--- src/mem_pipe_pkg.sv ---
// Shared widths, opcodes, privilege modes, fault codes and TLB entry type for the load/store pipe
`default_nettype none

package mem_pipe_pkg;

  // Address and data widths
  parameter int vaddr_width_gp       = 32;
  parameter int page_offset_width_gp = 12;
  parameter int vtag_width_gp        = vaddr_width_gp - page_offset_width_gp;
  parameter int ptag_width_gp        = 8;
  parameter int paddr_width_gp       = ptag_width_gp + page_offset_width_gp;
  parameter int data_width_gp        = 32;

  typedef enum logic [2:0] {
    op_lb  = 3'd0,
    op_lh  = 3'd1,
    op_lw  = 3'd2,
    op_lbu = 3'd3,
    op_lhu = 3'd4,
    op_sb  = 3'd5,
    op_sh  = 3'd6,
    op_sw  = 3'd7
  } mem_op_e;

  // Encoded as in the mstatus.MPP field
  typedef enum logic [1:0] {
    priv_u = 2'd0,
    priv_s = 2'd1,
    priv_m = 2'd3
  } priv_e;

  typedef enum logic [2:0] {
    fault_none             = 3'd0,
    fault_tlb_miss         = 3'd1,
    fault_load_misaligned  = 3'd2,
    fault_store_misaligned = 3'd3,
    fault_load_page        = 3'd4,
    fault_store_page       = 3'd5,
    fault_load_access      = 3'd6,
    fault_store_access     = 3'd7
  } mem_fault_e;

  // Leaf PTE fields kept in the TLB
  typedef struct packed {
    logic [ptag_width_gp-1:0] ptag;
    logic                     u;
    logic                     w;
    logic                     d;
  } tlb_entry_s;

endpackage

`default_nettype wire
--- src/mem_pipe_wb_if.sv ---
// Wishbone classic bus between the load/store pipe (master) and the data memory (slave)
`timescale 1ns/1ps
`default_nettype none

interface mem_pipe_wb_if
  import mem_pipe_pkg::*;
  ();

  logic                      cyc;
  logic                      stb;
  logic                      we;
  // Word address
  logic [paddr_width_gp-3:0] adr;
  logic [3:0]                sel;
  logic [data_width_gp-1:0]  dat_w;
  logic [data_width_gp-1:0]  dat_r;
  logic                      ack;

  modport master (
    output cyc, stb, we, adr, sel, dat_w,
    input  dat_r, ack
  );

  modport slave (
    input  cyc, stb, we, adr, sel, dat_w,
    output dat_r, ack
  );

endinterface

`default_nettype wire

--- src/mem_pipe_lsu.sv ---
// Load/store pipe: forms the address, translates and checks it, then runs one Wishbone access
`timescale 1ns/1ps
`default_nettype none

module mem_pipe_lsu
  import mem_pipe_pkg::*;
  #(parameter int tlb_els_p    = 4
    , parameter int dmem_pages_p = 4
    )
  (input  logic                      clk_i
   , input  logic                      reset_i
   , input  logic                      valid_i
   , output logic                      ready_o
   , input  mem_op_e                   op_i
   , input  logic [data_width_gp-1:0]  rs1_i
   , input  logic [data_width_gp-1:0]  rs2_i
   , input  logic [data_width_gp-1:0]  imm_i
   , input  logic                      translation_en_i
   , input  priv_e                     priv_i
   , input  logic                      flush_i
   , input  logic                      fill_v_i
   , input  logic [vtag_width_gp-1:0]  fill_vtag_i
   , input  tlb_entry_s                fill_entry_i
   , output logic                      done_o
   , output mem_fault_e                fault_o
   , output logic [data_width_gp-1:0]  data_o
   , output logic [vaddr_width_gp-1:0] vaddr_o
   , mem_pipe_wb_if.master             wb
   );

  typedef enum logic [1:0] {
    state_idle,
    state_check,
    state_bus
  } state_e;

  state_e                    state_r;
  mem_op_e                   op_r;
  logic [vaddr_width_gp-1:0] eaddr_r;
  logic [data_width_gp-1:0]  rs2_r;
  logic                      trans_en_r;
  priv_e                     priv_r;
  logic                      done_r;
  mem_fault_e                fault_r;
  logic [data_width_gp-1:0]  data_r;

  logic                      tlb_hit;
  tlb_entry_s                tlb_entry;
  mem_fault_e                fault;
  logic [ptag_width_gp-1:0]  ptag;
  logic [paddr_width_gp-1:0] paddr;
  logic                      is_store;
  logic [3:0]                st_sel;
  logic [data_width_gp-1:0]  st_data;
  logic [7:0]                ld_byte;
  logic [15:0]               ld_half;
  logic [data_width_gp-1:0]  ld_data;

  mem_pipe_dtlb #(.tlb_els_p(tlb_els_p)) dtlb (
    .clk_i         (clk_i),
    .reset_i       (reset_i),
    .flush_i       (flush_i),
    .fill_v_i      (fill_v_i),
    .fill_vtag_i   (fill_vtag_i),
    .fill_entry_i  (fill_entry_i),
    .lookup_vtag_i (eaddr_r[page_offset_width_gp +: vtag_width_gp]),
    .hit_o         (tlb_hit),
    .entry_o       (tlb_entry)
  );

  mem_pipe_fault_check #(.dmem_pages_p(dmem_pages_p)) fault_check (
    .op_i             (op_r),
    .vaddr_i          (eaddr_r),
    .translation_en_i (trans_en_r),
    .priv_i           (priv_r),
    .tlb_hit_i        (tlb_hit),
    .tlb_entry_i      (tlb_entry),
    .fault_o          (fault),
    .ptag_o           (ptag)
  );

  assign paddr    = {ptag, eaddr_r[page_offset_width_gp-1:0]};
  assign is_store = op_r inside {op_sb, op_sh, op_sw};

  // Replicate store data across lanes, sel picks the live ones
  always_comb begin
    case (op_r)
      op_sb: begin
        st_sel  = 4'b0001 << eaddr_r[1:0];
        st_data = {4{rs2_r[7:0]}};
      end
      op_sh: begin
        st_sel  = 4'b0011 << {eaddr_r[1], 1'b0};
        st_data = {2{rs2_r[15:0]}};
      end
      op_sw: begin
        st_sel  = 4'b1111;
        st_data = rs2_r;
      end
      default: begin
        st_sel  = 4'b1111;
        st_data = '0;
      end
    endcase
  end

  assign ld_byte = wb.dat_r[{eaddr_r[1:0], 3'b000} +: 8];
  assign ld_half = wb.dat_r[{eaddr_r[1], 4'b0000} +: 16];

  always_comb begin
    case (op_r)
      op_lb:   ld_data = {{24{ld_byte[7]}}, ld_byte};
      op_lbu:  ld_data = {24'b0, ld_byte};
      op_lh:   ld_data = {{16{ld_half[15]}}, ld_half};
      op_lhu:  ld_data = {16'b0, ld_half};
      op_lw:   ld_data = wb.dat_r;
      default: ld_data = '0;
    endcase
  end

  always_ff @(posedge clk_i) begin
    if (reset_i) begin
      state_r <= state_idle;
      done_r  <= 1'b0;
      wb.cyc  <= 1'b0;
      wb.stb  <= 1'b0;
    end else begin
      done_r <= 1'b0;
      case (state_r)
        state_idle: begin
          if (valid_i)
            state_r <= state_check;
        end
        state_check: begin
          if (fault != fault_none) begin
            done_r  <= 1'b1;
            state_r <= state_idle;
          end else begin
            wb.cyc  <= 1'b1;
            wb.stb  <= 1'b1;
            state_r <= state_bus;
          end
        end
        state_bus: begin
          if (wb.ack) begin
            wb.cyc  <= 1'b0;
            wb.stb  <= 1'b0;
            done_r  <= 1'b1;
            state_r <= state_idle;
          end
        end
        default: state_r <= state_idle;
      endcase
    end
  end

  always_ff @(posedge clk_i) begin
    if (state_r == state_idle && valid_i) begin
      op_r       <= op_i;
      eaddr_r    <= rs1_i + imm_i;
      rs2_r      <= rs2_i;
      trans_en_r <= translation_en_i;
      priv_r     <= priv_i;
    end
    if (state_r == state_check) begin
      fault_r  <= fault;
      data_r   <= '0;
      wb.we    <= is_store;
      wb.adr   <= paddr[paddr_width_gp-1:2];
      wb.sel   <= st_sel;
      wb.dat_w <= st_data;
    end
    if (state_r == state_bus && wb.ack)
      data_r <= ld_data;
  end

  assign ready_o = (state_r == state_idle);
  assign done_o  = done_r;
  assign fault_o = fault_r;
  assign data_o  = data_r;
  assign vaddr_o = eaddr_r;

  a_stb_in_cyc: assert property (@(posedge clk_i) disable iff (reset_i)
    wb.stb |-> wb.cyc)
    else $error("lsu: stb without cyc");

  // Address held until the slave acknowledges
  a_adr_stable: assert property (@(posedge clk_i) disable iff (reset_i)
    (wb.stb && !wb.ack) |=> $stable(wb.adr))
    else $error("lsu: adr changed during a pending strobe");

endmodule

`default_nettype wire

--- src/mem_pipe_fault_check.sv ---
// Combinational fault classifier for one load/store: alignment, TLB miss, page and access faults
`timescale 1ns/1ps
`default_nettype none

module mem_pipe_fault_check
  import mem_pipe_pkg::*;
  #(parameter int dmem_pages_p = 4
    )
  (input  mem_op_e                   op_i
   , input  logic [vaddr_width_gp-1:0] vaddr_i
   , input  logic                      translation_en_i
   , input  priv_e                     priv_i
   , input  logic                      tlb_hit_i
   , input  tlb_entry_s                tlb_entry_i
   , output mem_fault_e                fault_o
   , output logic [ptag_width_gp-1:0]  ptag_o
   );

  logic is_store;
  logic is_half;
  logic is_word;
  logic misaligned;
  logic priv_fault;
  logic write_fault;
  logic page_fault;
  logic access_fault;

  assign is_store = op_i inside {op_sb, op_sh, op_sw};
  assign is_half  = op_i inside {op_lh, op_lhu, op_sh};
  assign is_word  = op_i inside {op_lw, op_sw};

  // Passthrough takes the page number straight from the address
  assign ptag_o = translation_en_i
                ? tlb_entry_i.ptag
                : vaddr_i[page_offset_width_gp +: ptag_width_gp];

  assign misaligned = (is_half && vaddr_i[0]) || (is_word && (vaddr_i[1:0] != 2'b00));

  // M mode bypasses the u bit check
  assign priv_fault  = ((priv_i == priv_s) && tlb_entry_i.u)
                     || ((priv_i == priv_u) && !tlb_entry_i.u);
  assign write_fault = is_store && (!tlb_entry_i.w || !tlb_entry_i.d)
                     && (priv_i != priv_m);
  assign page_fault  = translation_en_i && (priv_fault || write_fault);

  assign access_fault = (ptag_o >= dmem_pages_p);

  always_comb begin
    if (misaligned)
      fault_o = is_store ? fault_store_misaligned : fault_load_misaligned;
    else if (translation_en_i && !tlb_hit_i)
      fault_o = fault_tlb_miss;
    else if (page_fault)
      fault_o = is_store ? fault_store_page : fault_load_page;
    else if (access_fault)
      fault_o = is_store ? fault_store_access : fault_load_access;
    else
      fault_o = fault_none;
  end

endmodule

`default_nettype wire

--- src/mem_pipe_dtlb.sv ---
// Fully associative data TLB with fill and flush ports, looked up combinationally by the pipe
`timescale 1ns/1ps
`default_nettype none

module mem_pipe_dtlb
  import mem_pipe_pkg::*;
  #(parameter int tlb_els_p = 4
    )
  (input  logic                     clk_i
   , input  logic                     reset_i
   , input  logic                     flush_i
   , input  logic                     fill_v_i
   , input  logic [vtag_width_gp-1:0] fill_vtag_i
   , input  tlb_entry_s               fill_entry_i
   , input  logic [vtag_width_gp-1:0] lookup_vtag_i
   , output logic                     hit_o
   , output tlb_entry_s               entry_o
   );

  localparam int ptr_width_lp = (tlb_els_p > 1) ? $clog2(tlb_els_p) : 1;

  logic [tlb_els_p-1:0]     valid_r;
  logic [vtag_width_gp-1:0] tag_r [tlb_els_p];
  tlb_entry_s               entry_r [tlb_els_p];
  logic [ptr_width_lp-1:0]  repl_ptr_r;

  logic [tlb_els_p-1:0] fill_match;
  logic [tlb_els_p-1:0] fill_sel;
  logic [tlb_els_p-1:0] lookup_match;

  always_comb begin
    for (int i = 0; i < tlb_els_p; i++) begin
      fill_match[i]   = valid_r[i] && (tag_r[i] == fill_vtag_i);
      lookup_match[i] = valid_r[i] && (tag_r[i] == lookup_vtag_i);
    end
  end

  // Refill an existing mapping in place, else take the round-robin victim
  assign fill_sel = (|fill_match) ? fill_match : (tlb_els_p'(1) << repl_ptr_r);

  always_ff @(posedge clk_i) begin
    if (reset_i) begin
      valid_r    <= '0;
      repl_ptr_r <= '0;
    end else if (flush_i) begin
      valid_r <= '0;
    end else if (fill_v_i) begin
      valid_r <= valid_r | fill_sel;
      if (!(|fill_match)) begin
        if (repl_ptr_r == ptr_width_lp'(tlb_els_p - 1))
          repl_ptr_r <= '0;
        else
          repl_ptr_r <= repl_ptr_r + 1'b1;
      end
    end
  end

  always_ff @(posedge clk_i) begin
    for (int i = 0; i < tlb_els_p; i++) begin
      if (fill_v_i && !flush_i && fill_sel[i]) begin
        tag_r[i]   <= fill_vtag_i;
        entry_r[i] <= fill_entry_i;
      end
    end
  end

  assign hit_o = |lookup_match;

  always_comb begin
    entry_o = '0;
    for (int i = 0; i < tlb_els_p; i++) begin
      if (lookup_match[i])
        entry_o = entry_r[i];
    end
  end

  // Fills never leave two copies of one tag
  a_single_match: assert property (@(posedge clk_i) disable iff (reset_i)
    $onehot0(lookup_match))
    else $error("dtlb: several entries match one vtag");

endmodule

`default_nettype wire

--- src/flat_wrapper.sv ---
// flat-port wrapper written by rule: the top's interface ports become plain ports
module mem_pipe_lsu_flat import mem_pipe_pkg::*;
#(parameter int tlb_els_p    = 4
    , parameter int dmem_pages_p = 4
    )
  (clk_i, reset_i, valid_i, ready_o, op_i, rs1_i, rs2_i, imm_i, translation_en_i, priv_i, flush_i, fill_v_i, fill_vtag_i, fill_entry_i, done_o, fault_o, data_o, vaddr_o, wb_cyc, wb_stb, wb_we, wb_adr, wb_sel, wb_dat_w, wb_dat_r, wb_ack);
  mem_pipe_wb_if wb_i ();
  input  logic clk_i;
  input  logic reset_i;
  input  logic valid_i;
  output logic ready_o;
  input  mem_op_e op_i;
  input  logic [data_width_gp-1:0] rs1_i;
  input  logic [data_width_gp-1:0] rs2_i;
  input  logic [data_width_gp-1:0] imm_i;
  input  logic translation_en_i;
  input  priv_e priv_i;
  input  logic flush_i;
  input  logic fill_v_i;
  input  logic [vtag_width_gp-1:0] fill_vtag_i;
  input  tlb_entry_s fill_entry_i;
  output logic done_o;
  output mem_fault_e fault_o;
  output logic [data_width_gp-1:0] data_o;
  output logic [vaddr_width_gp-1:0] vaddr_o;
  output wire logic [$bits(wb_i.cyc)-1:0] wb_cyc;
  output wire logic [$bits(wb_i.stb)-1:0] wb_stb;
  output wire logic [$bits(wb_i.we)-1:0] wb_we;
  output wire logic [$bits(wb_i.adr)-1:0] wb_adr;
  output wire logic [$bits(wb_i.sel)-1:0] wb_sel;
  output wire logic [$bits(wb_i.dat_w)-1:0] wb_dat_w;
  input wire logic [$bits(wb_i.dat_r)-1:0] wb_dat_r;
  input wire logic [$bits(wb_i.ack)-1:0] wb_ack;
  assign wb_cyc = wb_i.cyc;
  assign wb_stb = wb_i.stb;
  assign wb_we = wb_i.we;
  assign wb_adr = wb_i.adr;
  assign wb_sel = wb_i.sel;
  assign wb_dat_w = wb_i.dat_w;
  assign wb_i.dat_r = wb_dat_r;
  assign wb_i.ack = wb_ack;
  mem_pipe_lsu #(.tlb_els_p(tlb_els_p), .dmem_pages_p(dmem_pages_p)) u_core (.clk_i(clk_i), .reset_i(reset_i), .valid_i(valid_i), .ready_o(ready_o), .op_i(op_i), .rs1_i(rs1_i), .rs2_i(rs2_i), .imm_i(imm_i), .translation_en_i(translation_en_i), .priv_i(priv_i), .flush_i(flush_i), .fill_v_i(fill_v_i), .fill_vtag_i(fill_vtag_i), .fill_entry_i(fill_entry_i), .done_o(done_o), .fault_o(fault_o), .data_o(data_o), .vaddr_o(vaddr_o), .wb(wb_i));
endmodule
--- config.mk ---
export PLATFORM = sky130hd
export DESIGN_NAME = mem_pipe_lsu_flat
export DESIGN_NICKNAME = d
export VERILOG_FILES = /design/src/mem_pipe_pkg.sv /design/src/mem_pipe_wb_if.sv /design/src/mem_pipe_lsu.sv /design/src/mem_pipe_fault_check.sv /design/src/mem_pipe_dtlb.sv /design/src/flat_wrapper.sv
export SDC_FILE = /design/constraint.sdc
export NUM_CORES = 1
export LEC_CHECK = 0
export BUFFER_PORTS_ARGS = -buffer_cell sky130_fd_sc_hd__buf_4
export CORE_ASPECT_RATIO = 0.7
export CORE_MARGIN = 2
export CORE_UTILIZATION = 40
export DETAILED_ROUTE_END_ITERATION = 7
export GPL_TIMING_DRIVEN = 1
export PLACE_DENSITY = 0.62
export SLEW_MARGIN = 5
export SYNTH_ARGS = -nofsm -noshare
export SYNTH_HDL_FRONTEND = slang
export SYNTH_SLANG_ARGS = --single-unit
export TNS_END_PERCENT = 5
--- constraint.sdc ---
create_clock -name clk_i -period 5.65 [get_ports clk_i]
set_input_delay 0.2825 -clock clk_i [delete_from_list [all_inputs] [get_ports clk_i]]
set_output_delay 0.2825 -clock clk_i [all_outputs]
set_load 0.03 [all_outputs]
==> results.md <==
- Global-route wire length before repair: between 60000 and 70000 um
- Final Hold Fails: 0
- Sequential fraction of the synthesis area: 60.2%
- Number of global-route vias before repair: 10200
- Die area: between 30000 and 40000 um2
- Sum Neg Setup Slack: 0 ns
- Register area: 8730 um2
- Post-DR vias/cell: 5.33
- Period utilization: 65.2%
- WHS Path Cells: 1
- Multi-input logic area: between 5000 and 6000 um2
- Slew Viols, Final: 0
- Post-route ant nets: 0
- Post-CTS setup-driven buffer insertion count: 0
- Die Wd: ~230 um
- Post-synthesis net count: 1349
- WP data arrival: approximately 4.0 ns
- Cell variety after synth: 83
- DR DRC count: 0
- Worst reg2reg path startpoint: u_core.vaddr_o[15]
- CP Class: register to register
- Minimum clock period: 3.69 ns
- Placed Area: 17100 um2
- Clk Latency, worst-skew pair: 0.57 ns
- Largest net degree at the start of global routing: 71
- Htree depth: 1
- Drt pass-1 iters: 7
- Power per cell area: 306 nW/um2
- Critical Path Start Type: register
- Async set-reset flop share out of synthesis: 0%
- CP Max Fanout: 6
- Crit-path cells: xor2_1 > nor3_1 > nand4_1 > or3_1 > o311ai_1 > xor2_1 > a32o_2 > nor4_4 > a21oi_1 > a41o_1
- Commonest non-fill, non-tap cell in the layout: buf_4
- Clock tree buffer depth: 3
- CTS tree: done
- Fin nets: between 1500 and 2000
- RePlAce Congestion: 0.956
- CTS clk-pin slew, worst paths: 0.07 ns
- R2R cell count: 10
- Synth Cell Area: approximately 14000 um2
- Dominant synthesized flop cell: edfxtp_1
- Syn Inst Count: 1139
- ANT cells: 0
- Wire per inst: ~21 um
- Hold path startpoint: fill_vtag_i[3]
- Relative slew slack: 25.4%
- Actual slew at the worst max-slew pin: around 1.1 ns
- Delay-heaviest family, CP: simple AND/OR/NAND/NOR gates
- Nature of the critical path endpoint: register
- Slowest CP cell: nor3_1
- RSZ-0062 raised after global routing: no
- Row cnt: a little under 60
- Grt total ovfl: 0
- Endpoint, Worst Hold: u_core.dtlb.tag_r[0][3]
- Initial antenna violation count: 0
- Max Clk Rate: 0.271 GHz
- EDFF count, synth: around 280
- I/O pin total: 297
- Number of setup violations in the final report: 0
- Worst min-delay path class: primary input to register
- Seq cells post-synth: 294
- Clock Sink Count: 294
- Hold Slack: 0.0205 ns
- Synthesis Warnings: 0
- R2r setup slk: 1.96 ns
- Most used cell, CP: xor2_1
- Static Leak: 7.03 nW
- PortBufs: approximately 300
- Fill cells: a little over 3000
- Global-route usage over all layers: between 20 and 25%
- WL final: 42900 um
- CTS root buffer: clkbuf_16
- Outcome: finished clean
- Fin area: approximately 19000 um2
- Vias: 10600
- CP max stage delay: a little over 0.7 ns
- Worst EP required: 5.97 ns
- Hold buffer count at CTS: 68
- Worst reg2reg endpoint: u_core.fault_o[0]
- Buf/Inv on CP: 0
- Num CTS Buffers: 30
- Most frequent cells in the layout: 312 x buf_4, 284 x edfxtp_1, 105 x xnor2_1
- Avg Cell Area, Syn: 12.7 um2
- Syn-to-layout area delta: 30.6%
- Layout cells sized above 1: 27.0%
- Setup Skew: 0.0190 ns
- Maxcap violations: 0
- Iter 0 DRT Violations: 1030
- Starting Density: 40.5%
- Placeable core area: 35800 um2
- Post-DP HPWL: 31000 um
- Die Y: 163 um
- Max VDD drop: about 0.00028 V
- Post-cts resize count: 0
==> per-layer routing <==
layer,vias up,part of all wire (%),track usage [%]
met3,60,10,7.07
met1,5134,45,32.6
met4,0,2.2,4.87
met5,-,0,0
met2,482,42,31.3
li1,4960,-,-
==> state kept, by name (all words and copies together) (netlist names), 18 cells and up <==
signal / count
u_core.data_o: 32
u_core.dtlb.entry_r: 44
u_core.dtlb.tag_r: 80
u_core.rs2_r: 32
u_core.vaddr_o: 32
u_core.wb.adr: 18
u_core.wb.dat_w: 32
==> worst max path at each step <==
| stage | depth (start not counted) | startpoint | endpoint | slack [ns] |
|---|---|---|---|---|
| 2_1_floorplan | 3 | u_core.state_r[1] | u_core.data_o[0] | 2.43 |
| 3_3_place_gp | 12 | rs1_i[1] | u_core.vaddr_o[31] | 1.95 |
| 3_5_place_dp | 12 | rs1_i[1] | u_core.vaddr_o[31] | 1.92 |
| 4_1_cts | 10 | u_core.vaddr_o[15] | u_core.fault_o[0] | 2.03 |
| 5_1_grt | 10 | u_core.vaddr_o[15] | u_core.fault_o[0] | 1.70 |
| 6_report | 10 | u_core.vaddr_o[15] | u_core.fault_o[0] | 1.96 |
==> synth_stat cells (11+ instances only) <==
cell type / instances / area, um2
nor4_1: 19 / 119
o21ai_0: 34 / 170
nand2_1: 58 / 218
xor2_1: 79 / 692
ha_1: 38 / 475
nand3_1: 14 / 70.1
clkbuf_1: 39 / 146
nor2_1: 88 / 330
xnor2_1: 105 / 920
a221oi_1: 14 / 123
nand4_1: 26 / 163
a21oi_1: 71 / 355
nor2b_1: 17 / 106
nor3_1: 18 / 90.1
a21o_1: 11 / 82.6
edfxtp_1: 284 / 8530
a31oi_1: 14 / 87.6
inv_1: 23 / 86.3
and2_1: 18 / 113
mux2_2: 16 / 180
==> final cells by class <==
cell class / count / area share (%)
Inverter: 25 / 0.496
Sequential cell: 294 / 46.1
Multi-Input combinational cell: 763 / 28.4
Clock buffer: 37 / 4.38
Tap cell: 480 / 3.17
Timing Repair Buffer: 380 / 16.0
Clock inverter: 18 / 1.41
==> power by group <==
| group | total (mW) | leakage [nW] | internal (mW) | switching (mW) |
|---|---|---|---|---|
| clock | 2.20 | 0.545 | 1.35 | 0.846 |
| combinational | 0.961 | 3.77 | 0.400 | 0.561 |
| sequential | 2.64 | 2.72 | 2.54 | 0.101 |
==> per-stage QoR <==
step / power (mW) / util, % / setup slack [ns] / std cells
after global placement: 3.59 / 47.9 / 1.95 / 1874
after CTS: 5.84 / 52.9 / 2.03 / 1997
after detailed placement: 3.60 / 47.9 / 1.92 / 1874
after global routing: 6.01 / 52.9 / 1.70 / 1997
final: 5.80 / 52.9 / 1.96 / 1997
after floorplan: 3.21 / - / 2.43 / 1139
==> cell families (layout without fill, tap and decap cells) <==
| kind of cell | after synthesis | after routing | share of synthesized area, % |
|---|---|---|---|
| AOI/OAI and AO/OA | 216 | 216 | 9.87 |
| adders and majority gates | 39 | 39 | 3.42 |
| muxes | 21 | 21 | 1.59 |
| and+or+nand+nor | 302 | 302 | 10.9 |
| buffers and inverters | 82 | 460 | 2.77 |
| xor gates and xnor gates | 185 | 185 | 11.2 |
| DFF | 294 | 294 | 60.2 |
Note: power is estimated with default switching activity, not from simulation.
